**src/hdl/cfg_dprio_defs.svh**
```systemverilog
// Widths and IDs are fixed here; the block answers to one block ID and one channel only
`ifndef CFG_DPRIO_DEFS_SVH
`define CFG_DPRIO_DEFS_SVH

//******************************
// Data path sizes
//******************************

// Width of one control register
`define CFG_DATA_WIDTH 16
// Host address width, block ID plus offset
`define CFG_ADDR_WIDTH 16
// Control registers in the bank
`define CFG_NUM_REGS 4

//******************************
// Address map
//******************************

// Upper address bits this block decodes
`define CFG_BLOCK_ID 12'h3A5
// Offset of broadcast control reg
`define CFG_CTL_OFFSET 4'hF

`endif
```
**src/hdl/cfg_dprio_pkg.sv**
```systemverilog
// Address split assumes the offset sits in the low 4 bits, block ID in all bits above it
`include "cfg_dprio_defs.svh"

package cfg_dprio_pkg;

  //******************************
  // Register offset
  //******************************

  // Low nibble of the host address
  typedef logic [3:0] cfg_reg_idx_t;

  // Field view of one address word
  typedef struct packed
  {
    logic [`CFG_ADDR_WIDTH-$bits(cfg_reg_idx_t)-1:0] block_id; // Upper bits, block select
    cfg_reg_idx_t                                    reg_idx;  // Register offset
  } cfg_addr_fields_t;

  //******************************
  // Address word, two views
  //******************************

  // Raw view for full compare in the register,
  // field view for block check and readback in the host port
  typedef union packed
  {
    logic [`CFG_ADDR_WIDTH-1:0] raw;    // Whole address
    cfg_addr_fields_t           fields; // block_id / reg_idx
  } cfg_addr_u;

endpackage

```
**src/hdl/cfg_dprio_wr_if.sv**
```systemverilog
// Payload is only valid while write is high; broadcast_en is a level and always valid
`timescale 1ns/1ps
`include "cfg_dprio_defs.svh"

interface cfg_dprio_wr_if;

  //******************************
  // Write bus signals
  //******************************

  logic                          write;        // One-cycle strobe
  cfg_dprio_pkg::cfg_addr_u      reg_addr;     // Target address
  logic [`CFG_DATA_WIDTH-1:0]    writedata;    // Data to load
  logic [`CFG_DATA_WIDTH/8-1:0]  byte_en;      // One bit per byte
  logic                          broadcast_en; // Write all registers

  // Host port side
  modport source
  (
    output write,
    output reg_addr,
    output writedata,
    output byte_en,
    output broadcast_en
  );

  // Register side
  modport sink
  (
    input write,
    input reg_addr,
    input writedata,
    input byte_en,
    input broadcast_en
  );

endinterface

```
**src/hdl/cfg_dprio_top.sv**
```systemverilog
// Single channel only; csr_out lags csr_in by NUM_REGS*DATA_WIDTH cycles while hold_csr is low
`timescale 1ns/1ps
`include "cfg_dprio_defs.svh"

module cfg_dprio_top
(
  input  logic                                     clk,              // Core clock
  input  logic                                     arst_n,           // Async reset, active low
  // Host port
  input  logic                                     req,              // Four-phase request
  input  logic                                     wr,               // 1 = write
  input  logic [`CFG_ADDR_WIDTH-1:0]               addr,             // Block ID and offset
  input  logic [`CFG_DATA_WIDTH-1:0]               wdata,            // Write data
  input  logic [`CFG_DATA_WIDTH/8-1:0]             byte_en,          // Byte enables
  output logic                                     ack,              // Four-phase ack
  output logic                                     err,              // Bad address
  output logic [`CFG_DATA_WIDTH-1:0]               rdata,            // Read data
  // Test controls
  input  logic                                     csr_in,           // Chain in
  input  logic                                     hold_csr,         // Freeze chain
  input  logic                                     gated_cram,       // Force cfg_out low
  input  logic                                     dprio_sel,        // CSR on cfg_out
  input  logic                                     pma_csr_test_dis, // Block CSR select
  output logic                                     csr_out,          // Chain out
  // Config bits, register k at 16k+15:16k
  output logic [`CFG_NUM_REGS*`CFG_DATA_WIDTH-1:0] cfg_out
);

  logic [`CFG_NUM_REGS:0] chain; // Chain taps between registers

  cfg_dprio_wr_if wr_bus ();

  //******************************
  // Host port
  //******************************

  cfg_dprio_host_port i_host_port
  (
    .clk     (clk),
    .arst_n  (arst_n),
    .req     (req),
    .wr      (wr),
    .addr    (addr),
    .wdata   (wdata),
    .byte_en (byte_en),
    .ack     (ack),
    .err     (err),
    .rdata   (rdata),
    .wr_bus  (wr_bus.source),
    .reg_out (cfg_out)      // Readback of live outputs
  );

  //******************************
  // Register bank
  //******************************

  assign chain[0] = csr_in;
  assign csr_out  = chain[`CFG_NUM_REGS];

  generate
    genvar k;
    for (k = 0; k < `CFG_NUM_REGS; k++)
    begin : g_reg
      cfg_dprio_ctrl_reg_nbits i_reg
      (
        .clk              (clk),
        .arst_n           (arst_n),
        .wr               (wr_bus.sink),
        .target_idx       (cfg_dprio_pkg::cfg_reg_idx_t'(k)), // Own offset
        .csr_in           (chain[k]),
        .hold_csr         (hold_csr),
        .gated_cram       (gated_cram),
        .dprio_sel        (dprio_sel),
        .pma_csr_test_dis (pma_csr_test_dis),
        .sig_out          (cfg_out[k*`CFG_DATA_WIDTH +: `CFG_DATA_WIDTH]),
        .csr_out          (chain[k+1])                        // Next register
      );
    end
  endgenerate

endmodule

```
**src/hdl/cfg_dprio_host_port.sv**
```systemverilog
// Host must hold addr, wr, wdata and byte_en stable from req high until ack; req is in clk domain
`timescale 1ns/1ps
`include "cfg_dprio_defs.svh"

module cfg_dprio_host_port
(
  input  logic                                     clk,     // Core clock
  input  logic                                     arst_n,  // Async reset, active low
  input  logic                                     req,     // Host request
  input  logic                                     wr,      // 1 = write, 0 = read
  input  logic [`CFG_ADDR_WIDTH-1:0]               addr,    // Block ID and offset
  input  logic [`CFG_DATA_WIDTH-1:0]               wdata,   // Write data
  input  logic [`CFG_DATA_WIDTH/8-1:0]             byte_en, // Byte enables
  output logic                                     ack,     // Handshake ack
  output logic                                     err,     // Bad address, valid with ack
  output logic [`CFG_DATA_WIDTH-1:0]               rdata,   // Read data, valid with ack
  cfg_dprio_wr_if.source                           wr_bus,  // To the register bank
  input  logic [`CFG_NUM_REGS*`CFG_DATA_WIDTH-1:0] reg_out  // Register outputs, readback
);

  localparam logic [1:0] ST_IDLE   = 2'd0; // Wait for req
  localparam logic [1:0] ST_STROBE = 2'd1; // Write pulse cycle
  localparam logic [1:0] ST_ACK    = 2'd2; // Hold ack until req drops

  cfg_dprio_pkg::cfg_addr_u   addr_u;    // Decoded host address
  logic                       blk_ok;    // Block ID matches
  logic                       is_reg;    // Offset names a register
  logic                       is_ctl;    // Offset names control reg
  logic [1:0]                 state;
  logic                       strobe_q;  // Register write pulse
  logic                       ctl_wr_q;  // Control write pending
  logic                       err_q;     // Address check result
  logic                       bcast_q;   // Broadcast control bit
  logic [`CFG_DATA_WIDTH-1:0] rdata_sel; // Readback mux out

  //******************************
  // Address decode
  //******************************

  assign addr_u = addr;
  assign blk_ok = (addr_u.fields.block_id == `CFG_BLOCK_ID);
  assign is_reg = (addr_u.fields.reg_idx < `CFG_NUM_REGS);
  assign is_ctl = (addr_u.fields.reg_idx == `CFG_CTL_OFFSET);

  // Readback, zero on bad address
  always_comb
  begin
    rdata_sel = '0;
    if (blk_ok && is_ctl)
      rdata_sel = {{(`CFG_DATA_WIDTH-1){1'b0}}, bcast_q};
    else if (blk_ok)
      for (int k = 0; k < `CFG_NUM_REGS; k++)
        if (addr_u.fields.reg_idx == k)
          rdata_sel = reg_out[k*`CFG_DATA_WIDTH +: `CFG_DATA_WIDTH];
  end

  //******************************
  // Handshake sequencer
  //******************************

  always_ff @(posedge clk or negedge arst_n)
  begin
    if (!arst_n)
    begin
      state    <= ST_IDLE;
      strobe_q <= 1'b0;
      ctl_wr_q <= 1'b0;
      err_q    <= 1'b0;
      ack      <= 1'b0;
      err      <= 1'b0;
      rdata    <= '0;
      bcast_q  <= 1'b0;
    end
    else
    begin
      case (state)
        ST_IDLE:
        begin
          if (req)                                  // Address checked here
          begin
            state    <= ST_STROBE;
            strobe_q <= wr && blk_ok && is_reg;     // Register writes only
            ctl_wr_q <= wr && blk_ok && is_ctl;
            err_q    <= !blk_ok || !(is_reg || is_ctl);
          end
        end
        ST_STROBE:
        begin
          state    <= ST_ACK;
          strobe_q <= 1'b0;                         // Single pulse
          ctl_wr_q <= 1'b0;
          ack      <= 1'b1;
          err      <= err_q;
          rdata    <= rdata_sel;                    // Held through ack
          if (ctl_wr_q && byte_en[0])
            bcast_q <= wdata[0];                    // Broadcast bit lives in byte 0
        end
        ST_ACK:
        begin
          if (!req)                                 // Host done
          begin
            state <= ST_IDLE;
            ack   <= 1'b0;
            err   <= 1'b0;
          end
        end
        default:
          state <= ST_IDLE;
      endcase
    end
  end

  //******************************
  // Write bus
  //******************************

  // Payload comes straight from the held host inputs
  assign wr_bus.write        = strobe_q;
  assign wr_bus.reg_addr     = addr_u;
  assign wr_bus.writedata    = wdata;
  assign wr_bus.byte_en      = byte_en;
  assign wr_bus.broadcast_en = bcast_q; // Level

endmodule

```
**src/hdl/cfg_dprio_ctrl_reg_nbits.sv**
```systemverilog
// Width fixed by CFG_DATA_WIDTH, which must be a multiple of 8; bit 0 is the chain entry
`timescale 1ns/1ps
`include "cfg_dprio_defs.svh"

module cfg_dprio_ctrl_reg_nbits
(
  input  logic                        clk,              // Core clock
  input  logic                        arst_n,           // Async reset, active low
  cfg_dprio_wr_if.sink                wr,               // Write bus from host port
  input  cfg_dprio_pkg::cfg_reg_idx_t target_idx,       // Own offset
  input  logic                        csr_in,           // Chain in, to bit 0
  input  logic                        hold_csr,         // Freeze chain
  input  logic                        gated_cram,       // Force outputs low
  input  logic                        dprio_sel,        // CSR on outputs
  input  logic                        pma_csr_test_dis, // Block CSR select
  output logic [`CFG_DATA_WIDTH-1:0]  sig_out,          // Config bits
  output logic                        csr_out           // Chain out, from top bit
);

  cfg_dprio_pkg::cfg_addr_u    target_addr; // Full address of this register
  logic                        hit;         // Write addressed here
  logic [`CFG_DATA_WIDTH-1:0]  bit_en;      // Per bit load enable
  logic [`CFG_DATA_WIDTH:0]    chain;       // Serial path, one extra tap

  //******************************
  // Address match
  //******************************

  // Block ID above own offset
  assign target_addr.raw = {`CFG_BLOCK_ID, target_idx};

  // Broadcast catches every strobe
  assign hit = wr.write && (wr.broadcast_en || (wr.reg_addr.raw == target_addr.raw));

  // Byte enable fans out to its 8 bits
  generate
    genvar b;
    for (b = 0; b < `CFG_DATA_WIDTH; b++)
    begin : g_bit_en
      assign bit_en[b] = hit && wr.byte_en[b/8];
    end
  endgenerate

  //******************************
  // Bit cells
  //******************************

  assign chain[0] = csr_in; // Chain entry

  generate
    genvar j;
    for (j = 0; j < `CFG_DATA_WIDTH; j++)
    begin : g_bit
      cfg_dprio_ctrl_reg_bit i_bit
      (
        .clk              (clk),
        .arst_n           (arst_n),
        .dprio_in         (wr.writedata[j]),
        .bit_en           (bit_en[j]),
        .csr_in           (chain[j]),       // From bit below
        .hold_csr         (hold_csr),
        .dprio_sel        (dprio_sel),
        .gated_cram       (gated_cram),
        .pma_csr_test_dis (pma_csr_test_dis),
        .sig_out          (sig_out[j]),
        .csr_out          (chain[j+1])      // To bit above
      );
    end
  endgenerate

  assign csr_out = chain[`CFG_DATA_WIDTH]; // Top bit leaves

endmodule

```
**src/hdl/cfg_dprio_ctrl_reg_bit.sv**
```systemverilog
// Output select is combinational; gated_cram overrides both the CSR and the host value
`timescale 1ns/1ps

module cfg_dprio_ctrl_reg_bit
(
  input  logic clk,              // Core clock
  input  logic arst_n,           // Async reset, active low
  input  logic dprio_in,         // Host write value
  input  logic bit_en,           // Load dprio_in this cycle
  input  logic csr_in,           // Serial chain in
  input  logic hold_csr,         // Freeze the chain
  input  logic dprio_sel,        // 1 = CSR value on output
  input  logic gated_cram,       // Force output low
  input  logic pma_csr_test_dis, // Blocks CSR select
  output logic sig_out,          // Config bit to channel
  output logic csr_out           // Serial chain out
);

  logic dprio_q; // Host written value
  logic csr_q;   // Scan chain stage
  logic use_csr; // CSR value selected

  //******************************
  // Storage
  //******************************

  // Host side value, loads on write hit
  always_ff @(posedge clk or negedge arst_n)
  begin
    if (!arst_n)
      dprio_q <= 1'b0;
    else if (bit_en)
      dprio_q <= dprio_in;
  end

  // One chain stage per bit
  always_ff @(posedge clk or negedge arst_n)
  begin
    if (!arst_n)
      csr_q <= 1'b0;
    else if (!hold_csr)
      csr_q <= csr_in; // Shift
  end

  assign csr_out = csr_q;

  //******************************
  // Output select
  //******************************

  // Test disable wins over dprio_sel
  assign use_csr = dprio_sel && !pma_csr_test_dis;

  always_comb
  begin
    if (gated_cram)
      sig_out = 1'b0;            // Gated off
    else if (use_csr)
      sig_out = csr_q;           // Scan value
    else
      sig_out = dprio_q;         // Host value
  end

endmodule

```
**config.mk**
```make
export PLATFORM = sky130hd
export DESIGN_NAME = cfg_dprio_top
export DESIGN_NICKNAME = d
export VERILOG_FILES = /design/src/hdl/cfg_dprio_pkg.sv /design/src/hdl/cfg_dprio_wr_if.sv /design/src/hdl/cfg_dprio_top.sv /design/src/hdl/cfg_dprio_host_port.sv /design/src/hdl/cfg_dprio_ctrl_reg_nbits.sv /design/src/hdl/cfg_dprio_ctrl_reg_bit.sv
export VERILOG_INCLUDE_DIRS = /design/src /design/src/hdl
export SDC_FILE = /design/constraint.sdc
export NUM_CORES = 1
export LEC_CHECK = 0
export ABC_CLOCK_PERIOD_IN_PS = 2250
export BUFFER_PORTS_ARGS = -buffer_cell sky130_fd_sc_hd__buf_2
export CAP_MARGIN = 20
export CORE_MARGIN = 2
export CORE_UTILIZATION = 45
export DETAILED_ROUTE_END_ITERATION = 12
export HOLD_SLACK_MARGIN = 0.03
export PLACE_DENSITY = 0.69
export SLEW_MARGIN = 20
export SYNTH_ARGS = -nofsm -noshare
export SYNTH_HDL_FRONTEND = slang
export SYNTH_HIERARCHICAL = 1
export SYNTH_SLANG_ARGS = --single-unit
```
**constraint.sdc**
```tcl
create_clock -name clk -period 2.25 [get_ports clk]
set_input_delay 0.225 -clock clk [delete_from_list [all_inputs] [get_ports clk]]
set_output_delay 0.225 -clock clk [all_outputs]
set_load 0.005 [all_outputs]
```
==> results of run 1 <==
[worst max-delay path by stage]
stage | end | start | slack [ps] | depth (start not counted)
after floorplan | g_reg[0].i_reg/g_bit[0].i_bit/dprio_q | i_host_port/wr_bus.write | 460 | 5
after global placement | i_host_port/rdata[2] | gated_cram | 160 | 6
after detailed placement | i_host_port/rdata[6] | gated_cram | 210 | 7
after CTS | g_reg[1].i_reg/g_bit[8].i_bit/dprio_q | i_host_port/wr_bus.write | 340 | 6
after global routing | g_reg[1].i_reg/g_bit[8].i_bit/dprio_q | i_host_port/wr_bus.write | 180 | 6
final | g_reg[1].i_reg/g_bit[8].i_bit/dprio_q | i_host_port/wr_bus.write | 320 | 6
[cell families (layout without fill, tap and decap cells)]
logic type                count (synthesis)  after routing  share of synthesized area [%]
AOI/OAI and AO/OA                       105            105                           6.48
xor gates and xnor gates                 16             16                           1.54
buffers and inverters                    47            191                           3.40
DFF                                     152            152                           41.7
muxes                                   157            157                           25.1
other                                     2             16                         0.0823
and+or+nand+nor                         259            259                           21.7
[power by group through the flow]
stage	sequential, W	clock, W	combinational, W
2_1_floorplan	0.00321	0	0.000764
3_3_place_gp	0.00329	0	0.00115
3_5_place_dp	0.00330	0	0.00117
4_1_cts	0.00325	0.00350	0.00118
5_1_grt	0.00329	0.00365	0.00127
6_report	0.00325	0.00346	0.00117
[cells in the mapped netlist, drive strengths merged]
cell	instances	area, um2
clkbuf	3	11.3
or3b	2	17.5
o31ai	2	15.0
a21oi	3	15.0
and3	1	6.26
nand3	3	15.0
a31oi	1	6.26
nand4bb	68	766
nand4b	4	35.0
or3	3	18.8
o21ai	78	390
nand2	16	60.1
inv	4	15.0
nor2	4	15.0
xor2	16	140
dfrtp	152	3800
and4b	1	10.0
mux4	4	90.1
and2	8	50.1
o22ai	13	81.3
nor4bb	1	10.0
nor4b	6	83.8
nand2b	66	413
nand4	3	18.8
mux2	153	2200
nor2b	64	400
nor3b	4	30.0
conb	2	7.51
a2bb2oi	1	8.76
a32o	7	75.1
nor4	4	25.0
buf	40	284
nand3b	1	7.51
[flip-flops by register name, summed over array words and instances (netlist names)]
| name | cells |
|---|---|
| i_host_port/wr_bus.broadcast_en | 1 |
| i_host_port/ctl_wr_q | 1 |
| i_host_port/ack | 1 |
| i_host_port/err | 1 |
| g.i_reg/g_bit.i_bit/csr_out | 64 |
| i_host_port/wr_bus.write | 1 |
| i_host_port/state | 2 |
| i_host_port/err_q | 1 |
| g.i_reg/g_bit.i_bit/dprio_q | 64 |
| i_host_port/rdata | 16 |
[layout make-up]
cell class	count	area, um2	share of cell area (%)
clock buffer	19	443	4.04
clock inverter	12	270	2.46
inverter	4	15.0	0.137
multi-input combinational	553	5070	46.2
sequential	152	3800	34.7
tap	270	338	3.08
timing repair buffer	156	1030	9.37
[per-stage QoR]
step                      total power (W)  instance area [um2]  hold WS, ps  std cells
final                             0.00788                11000         76.4       1166
after global routing              0.00821                11000         82.4       1166
after CTS                         0.00793                11000         58.9       1166
after detailed placement          0.00446                10200          123       1133
after global placement            0.00444                10200          125       1133
after floorplan                   0.00397                 9180        -70.6        752
[tightest hold or removal path, stage by stage]
cell and delay (ps):
buf_2 90, nand3b_1 70, nand2_1 70
[routing by layer]
metal,vias up,global-route usage [%],wire [um]
met5,-,0,0
met4,0,6.60,346
met3,25,3.56,863
met2,145,34.4,10900
met1,3260,33.3,11300
li1,2981,-,-
[timing repair]
| item | in CTS | in global routing |
|---|---|---|
| hold buffers | 2 | 0 |
| endpoints found under the hold margin | 42 | 0 |
| resized for setup | 0 | 0 |
==> flow_summary.json, run 1 <==
{
  "peakVddDrop_uv": 487,
  "nNetsFinal": 927,
  "finalCriticalPeriod_ps": 1930,
  "slew_violations": 0,
  "cp_slowest_cell": "dfrtp_1",
  "worstHoldEndpoint": "i_host_port/state[1]",
  "cp_slowest_stage_delay_ps": 510,
  "place_hpwl_um": 15700,
  "maxCapViolCount": 0,
  "antennaDiodeCount": 0,
  "p_comb_share_pct": 14.9,
  "seq_area_frac_synth_pct": 41.7,
  "setup-violations-final": 0,
  "routed_via_density": 5.50,
  "mostFrequentLayoutCells": "dfrtp_1, mux2_4, buf_2",
  "grt_pass1_wl_um": 38000,
  "gp_congestion": 0.805,
  "holdPathStages": 3,
  "coreArea_um2": 20000,
  "ys_ff_latch": 152,
  "post_cts_buffers": 0,
  "gr-usage-all-layers_pct": 22.5,
  "synth.avg_cell_area_um2": 12.4,
  "drt_iter0_markers": 538,
  "grt_pass1_vias": 6539,
  "fin_crit_sh_pct": 85.9,
  "syn-instance-count": 738,
  "netSwitchingPower_w": 0.00192,
  "switching_share_pct": 24.3,
  "setup_ws_ps": 318,
  "p_per_area_nw_per_um2": 719,
  "cp.required_ps": 2550,
  "clkPwrFrac_pct": 43.9,
  "drive_gt1_share_pct": 39.3,
  "die_area_um2": 21400,
  "worst_path_dominant_cell_family": "simple AND/OR/NAND/NOR gates",
  "io_pins": 126,
  "p_leak_nw": 5.08,
  "clk_path_buf_depth": 2,
  "fillers": 1742,
  "finalHoldViolations": 0,
  "worstHoldStart": "req",
  "finClkSkew_ps": 7.78,
  "worst_pin_slew_ps": 611,
  "routedWlPerCell_um": 20.1,
  "timing.rr.end": "g_reg[1].i_reg/g_bit[8].i_bit/dprio_q",
  "path_class": "flop to flop",
  "path_clk_slew_ps": 60,
  "sequentialPowerShare_pct": 41.3,
  "syn2layout_area_growth_pct": 20.1,
  "initial_core_util_pct": 45.6,
  "cp.buffers_inverters": 1,
  "drc": 0,
  "drt_wl_total_um": 23400,
  "maxSlewHeadroom_pct": 58.7,
  "tns_ps": 0,
  "cts_sinks": 152,
  "status": "complete, no violations",
  "setup.worst_path.end_class": "flop",
  "final_common_cell": "dfrtp_1",
  "dp_slack_ps": 210,
  "htree_levels": 4,
  "die_h_um": 146,
  "r2r-start": "i_host_port/wr_bus.write",
  "dr.pass1.iters": 4,
  "min_path_type": "input port to flop",
  "port_buffers": 125,
  "grt-ovfl-total": 0,
  "intPower_w": 0.00596,
  "setup.worst_path.start_class": "flop",
  "final_core_util_pct": 54.7,
  "cts-root-buf": "clkbuf_16",
  "rsz0062_at_grt": "false",
  "ys_types": 39,
  "cts_tree": "done",
  "reg2reg_slack_ps": 320,
  "antenna_found_initial": 0,
  "worstRegToRegCells": 6,
  "cts_buffers": 17,
  "syn-cell-area_um2": 9130,
  "worstPathMaxFanout": 9,
  "cp_data_arrival_time_ps": 2240,
  "antenna_left": 0,
  "fmax_ghz": 0.518,
  "synth_warnings": 6,
  "worstPathCellList": "nand4bb_1 -> nor4b_2 -> a32o_2 -> and2_1 -> buf_12 -> mux2_4",
  "fp.dieW_um": 146,
  "grt_max_degree": 79,
  "clk_latency_ps": 420,
  "num_vias": 6411,
  "rows": 52
}
No activity file was read; power rests on OpenSTA's default activity.
==> run 2, diff against run 1 <==
--- a/config.mk
+++ b/config.mk
@@ -6,7 +6,7 @@
 export SDC_FILE = /design/constraint.sdc
 export NUM_CORES = 1
 export LEC_CHECK = 0
-export ABC_CLOCK_PERIOD_IN_PS = 2250
+export ABC_CLOCK_PERIOD_IN_PS = 2100
 export BUFFER_PORTS_ARGS = -buffer_cell sky130_fd_sc_hd__buf_2
 export CAP_MARGIN = 20
 export CORE_MARGIN = 2
==> constraint.sdc (replaced) <==
create_clock -name clk -period 2.1 [get_ports clk]
set_input_delay 0.21 -clock clk [delete_from_list [all_inputs] [get_ports clk]]
set_output_delay 0.21 -clock clk [all_outputs]
set_load 0.005 [all_outputs]
==> flow_summary.json, run 2 (same netlist as run 1, synthesis figures left out) <==
{
  "htree_levels": 4,
  "cts-root-buf": "clkbuf_16",
  "drt_iter0_markers": 509,
  "grt_pass1_wl_um": 36800,
  "holdPathStages": 3,
  "maxCapViolCount": 0,
  "cts_buffers": 17,
  "cts_sinks": 152,
  "clk_latency_ps": 420,
  "cp_slowest_cell": "dfrtp_1",
  "final_core_util_pct": 54.6,
  "routedWlPerCell_um": 19.9,
  "worst_pin_slew_ps": 588,
  "peakVddDrop_uv": 623,
  "holdBufCountCts": 2,
  "finClkSkew_ps": 6.45,
  "path_clk_slew_ps": 60,
  "grt_max_degree": 84,
  "post_cts_resized": 0,
  "worstPathCellList": "nand4bb_1 -> nor4b_2 -> a32o_2 -> and2_1 -> buf_12 -> mux2_4",
  "grt-ovfl-total": 0,
  "initial_core_util_pct": 45.6,
  "finalCriticalPeriod_ps": 1950,
  "drt_wl_total_um": 23400,
  "syn2layout_area_growth_pct": 19.9,
  "port_buffers": 125,
  "drc": 0,
  "gr-usage-all-layers_pct": 22.1,
  "worstPathMaxFanout": 9,
  "cp.required_ps": 2410,
  "worstHoldStart": "req",
  "antenna_found_initial": 0,
  "worst_path_dominant_cell_family": "simple AND/OR/NAND/NOR gates",
  "worstRegToRegCells": 6,
  "drive_gt1_share_pct": 39.6,
  "antennaDiodeCount": 0,
  "tns_ps": 0,
  "p_leak_nw": 5.07,
  "io_pins": 126,
  "finalHoldViolations": 0,
  "status": "complete, no violations",
  "fp.dieW_um": 146,
  "cts_tree": "done",
  "die_h_um": 146,
  "r2r-start": "i_host_port/wr_bus.write",
  "p_per_area_nw_per_um2": 732,
  "path_class": "flop to flop",
  "final_common_cell": "dfrtp_1",
  "cp.buffers_inverters": 1,
  "worstHoldEndpoint": "i_host_port/state[1]",
  "cp_data_arrival_time_ps": 2250,
  "fin_crit_sh_pct": 92.6,
  "post_cts_buffers": 0,
  "gp_congestion": 0.816,
  "setup.worst_path.start_class": "flop",
  "die_area_um2": 21400,
  "clk_path_buf_depth": 2,
  "dr.pass1.iters": 4,
  "grt_pass1_vias": 6278,
  "setup-violations-final": 0,
  "cp_slowest_stage_delay_ps": 520,
  "routed_via_density": 5.41,
  "coreArea_um2": 20000,
  "reg2reg_slack_ps": 150,
  "rsz0062_at_grt": "false",
  "place_hpwl_um": 15600,
  "antenna_left": 0,
  "nNetsFinal": 932,
  "mostFrequentLayoutCells": "dfrtp_1, mux2_4, buf_2",
  "timing.rr.end": "g_reg[1].i_reg/g_bit[8].i_bit/dprio_q",
  "num_vias": 6341,
  "rows": 52,
  "min_path_type": "input port to flop",
  "fmax_ghz": 0.514,
  "slew_violations": 0,
  "maxSlewHeadroom_pct": 60.2,
  "setup.worst_path.end_class": "flop"
}
-- run 2: cell count changes in the layout (fill, tap and decap cells not counted) --
cell,change
bufinv_16,-4
buf_12,+3
buf_4,+2
clkinv_2,+2
clkinvlp_4,+2
clkbuf_1,+1
clkinv_4,+1
inv_6,-1
-- run 2: worst max-delay path by stage --
stage	from	end	cells past startpoint
global placement	gated_cram	i_host_port/rdata[2]	6
floorplan	i_host_port/wr_bus.write	g_reg[0].i_reg/g_bit[0].i_bit/dprio_q	5
finish	i_host_port/wr_bus.write	g_reg[1].i_reg/g_bit[8].i_bit/dprio_q	6
detailed placement	gated_cram	i_host_port/rdata[2]	6
CTS	i_host_port/wr_bus.write	g_reg[1].i_reg/g_bit[8].i_bit/dprio_q	6
global route	i_host_port/wr_bus.write	g_reg[1].i_reg/g_bit[9].i_bit/dprio_q	6
-- run 2: worst min-delay path, cell delays in order --
cell and delay, ps:
buf_2 100, nand3b_1 70, nand2_1 70
-- run 2: routing by layer --
metal | vias to the layer above | global-route usage (%) | share of wire [%] | routed length, um
met2 | 156 | 33.6 | 46 | 10800
li1 | 2982 | - | - | -
met1 | 3186 | 33.2 | 49 | 11400
met5 | - | 0 | 0 | 0
met4 | 0 | 5.39 | 1.1 | 266
met3 | 17 | 3.38 | 3.8 | 886
-- run 2: power by group --
group	total, W	switching [W]	internal [W]
clock	0.00325	0.00123	0.00202
combinational	0.00127	0.000580	0.000690
sequential	0.00350	0.000286	0.00321
-- run 2: area by class of cell --
cell class	instances	area [um2]
fillers	1737	9090
clock buffers	20	447
multi-input cells	553	5070
inverters	4	15.0
clock inverters	12	175
well taps	270	338
repair buffers	161	1100
flip-flops and latches	152	3800
-- run 2: stage by stage --
step | area, um2 | total power [W] | instances | hold WS (ps) | setup slack (ps)
after floorplan | 9180 | 0.00425 | 752 | -85.6 | 314
after global placement | 10300 | 0.00478 | 1138 | 242 | 26.0
after detailed placement | 10300 | 0.00481 | 1138 | 239 | 41.2
after CTS | 10900 | 0.00808 | 1172 | 49.7 | 178
after global routing | 10900 | 0.00834 | 1172 | 62.2 | 56.0
final | 10900 | 0.00802 | 1172 | 58.4 | 155
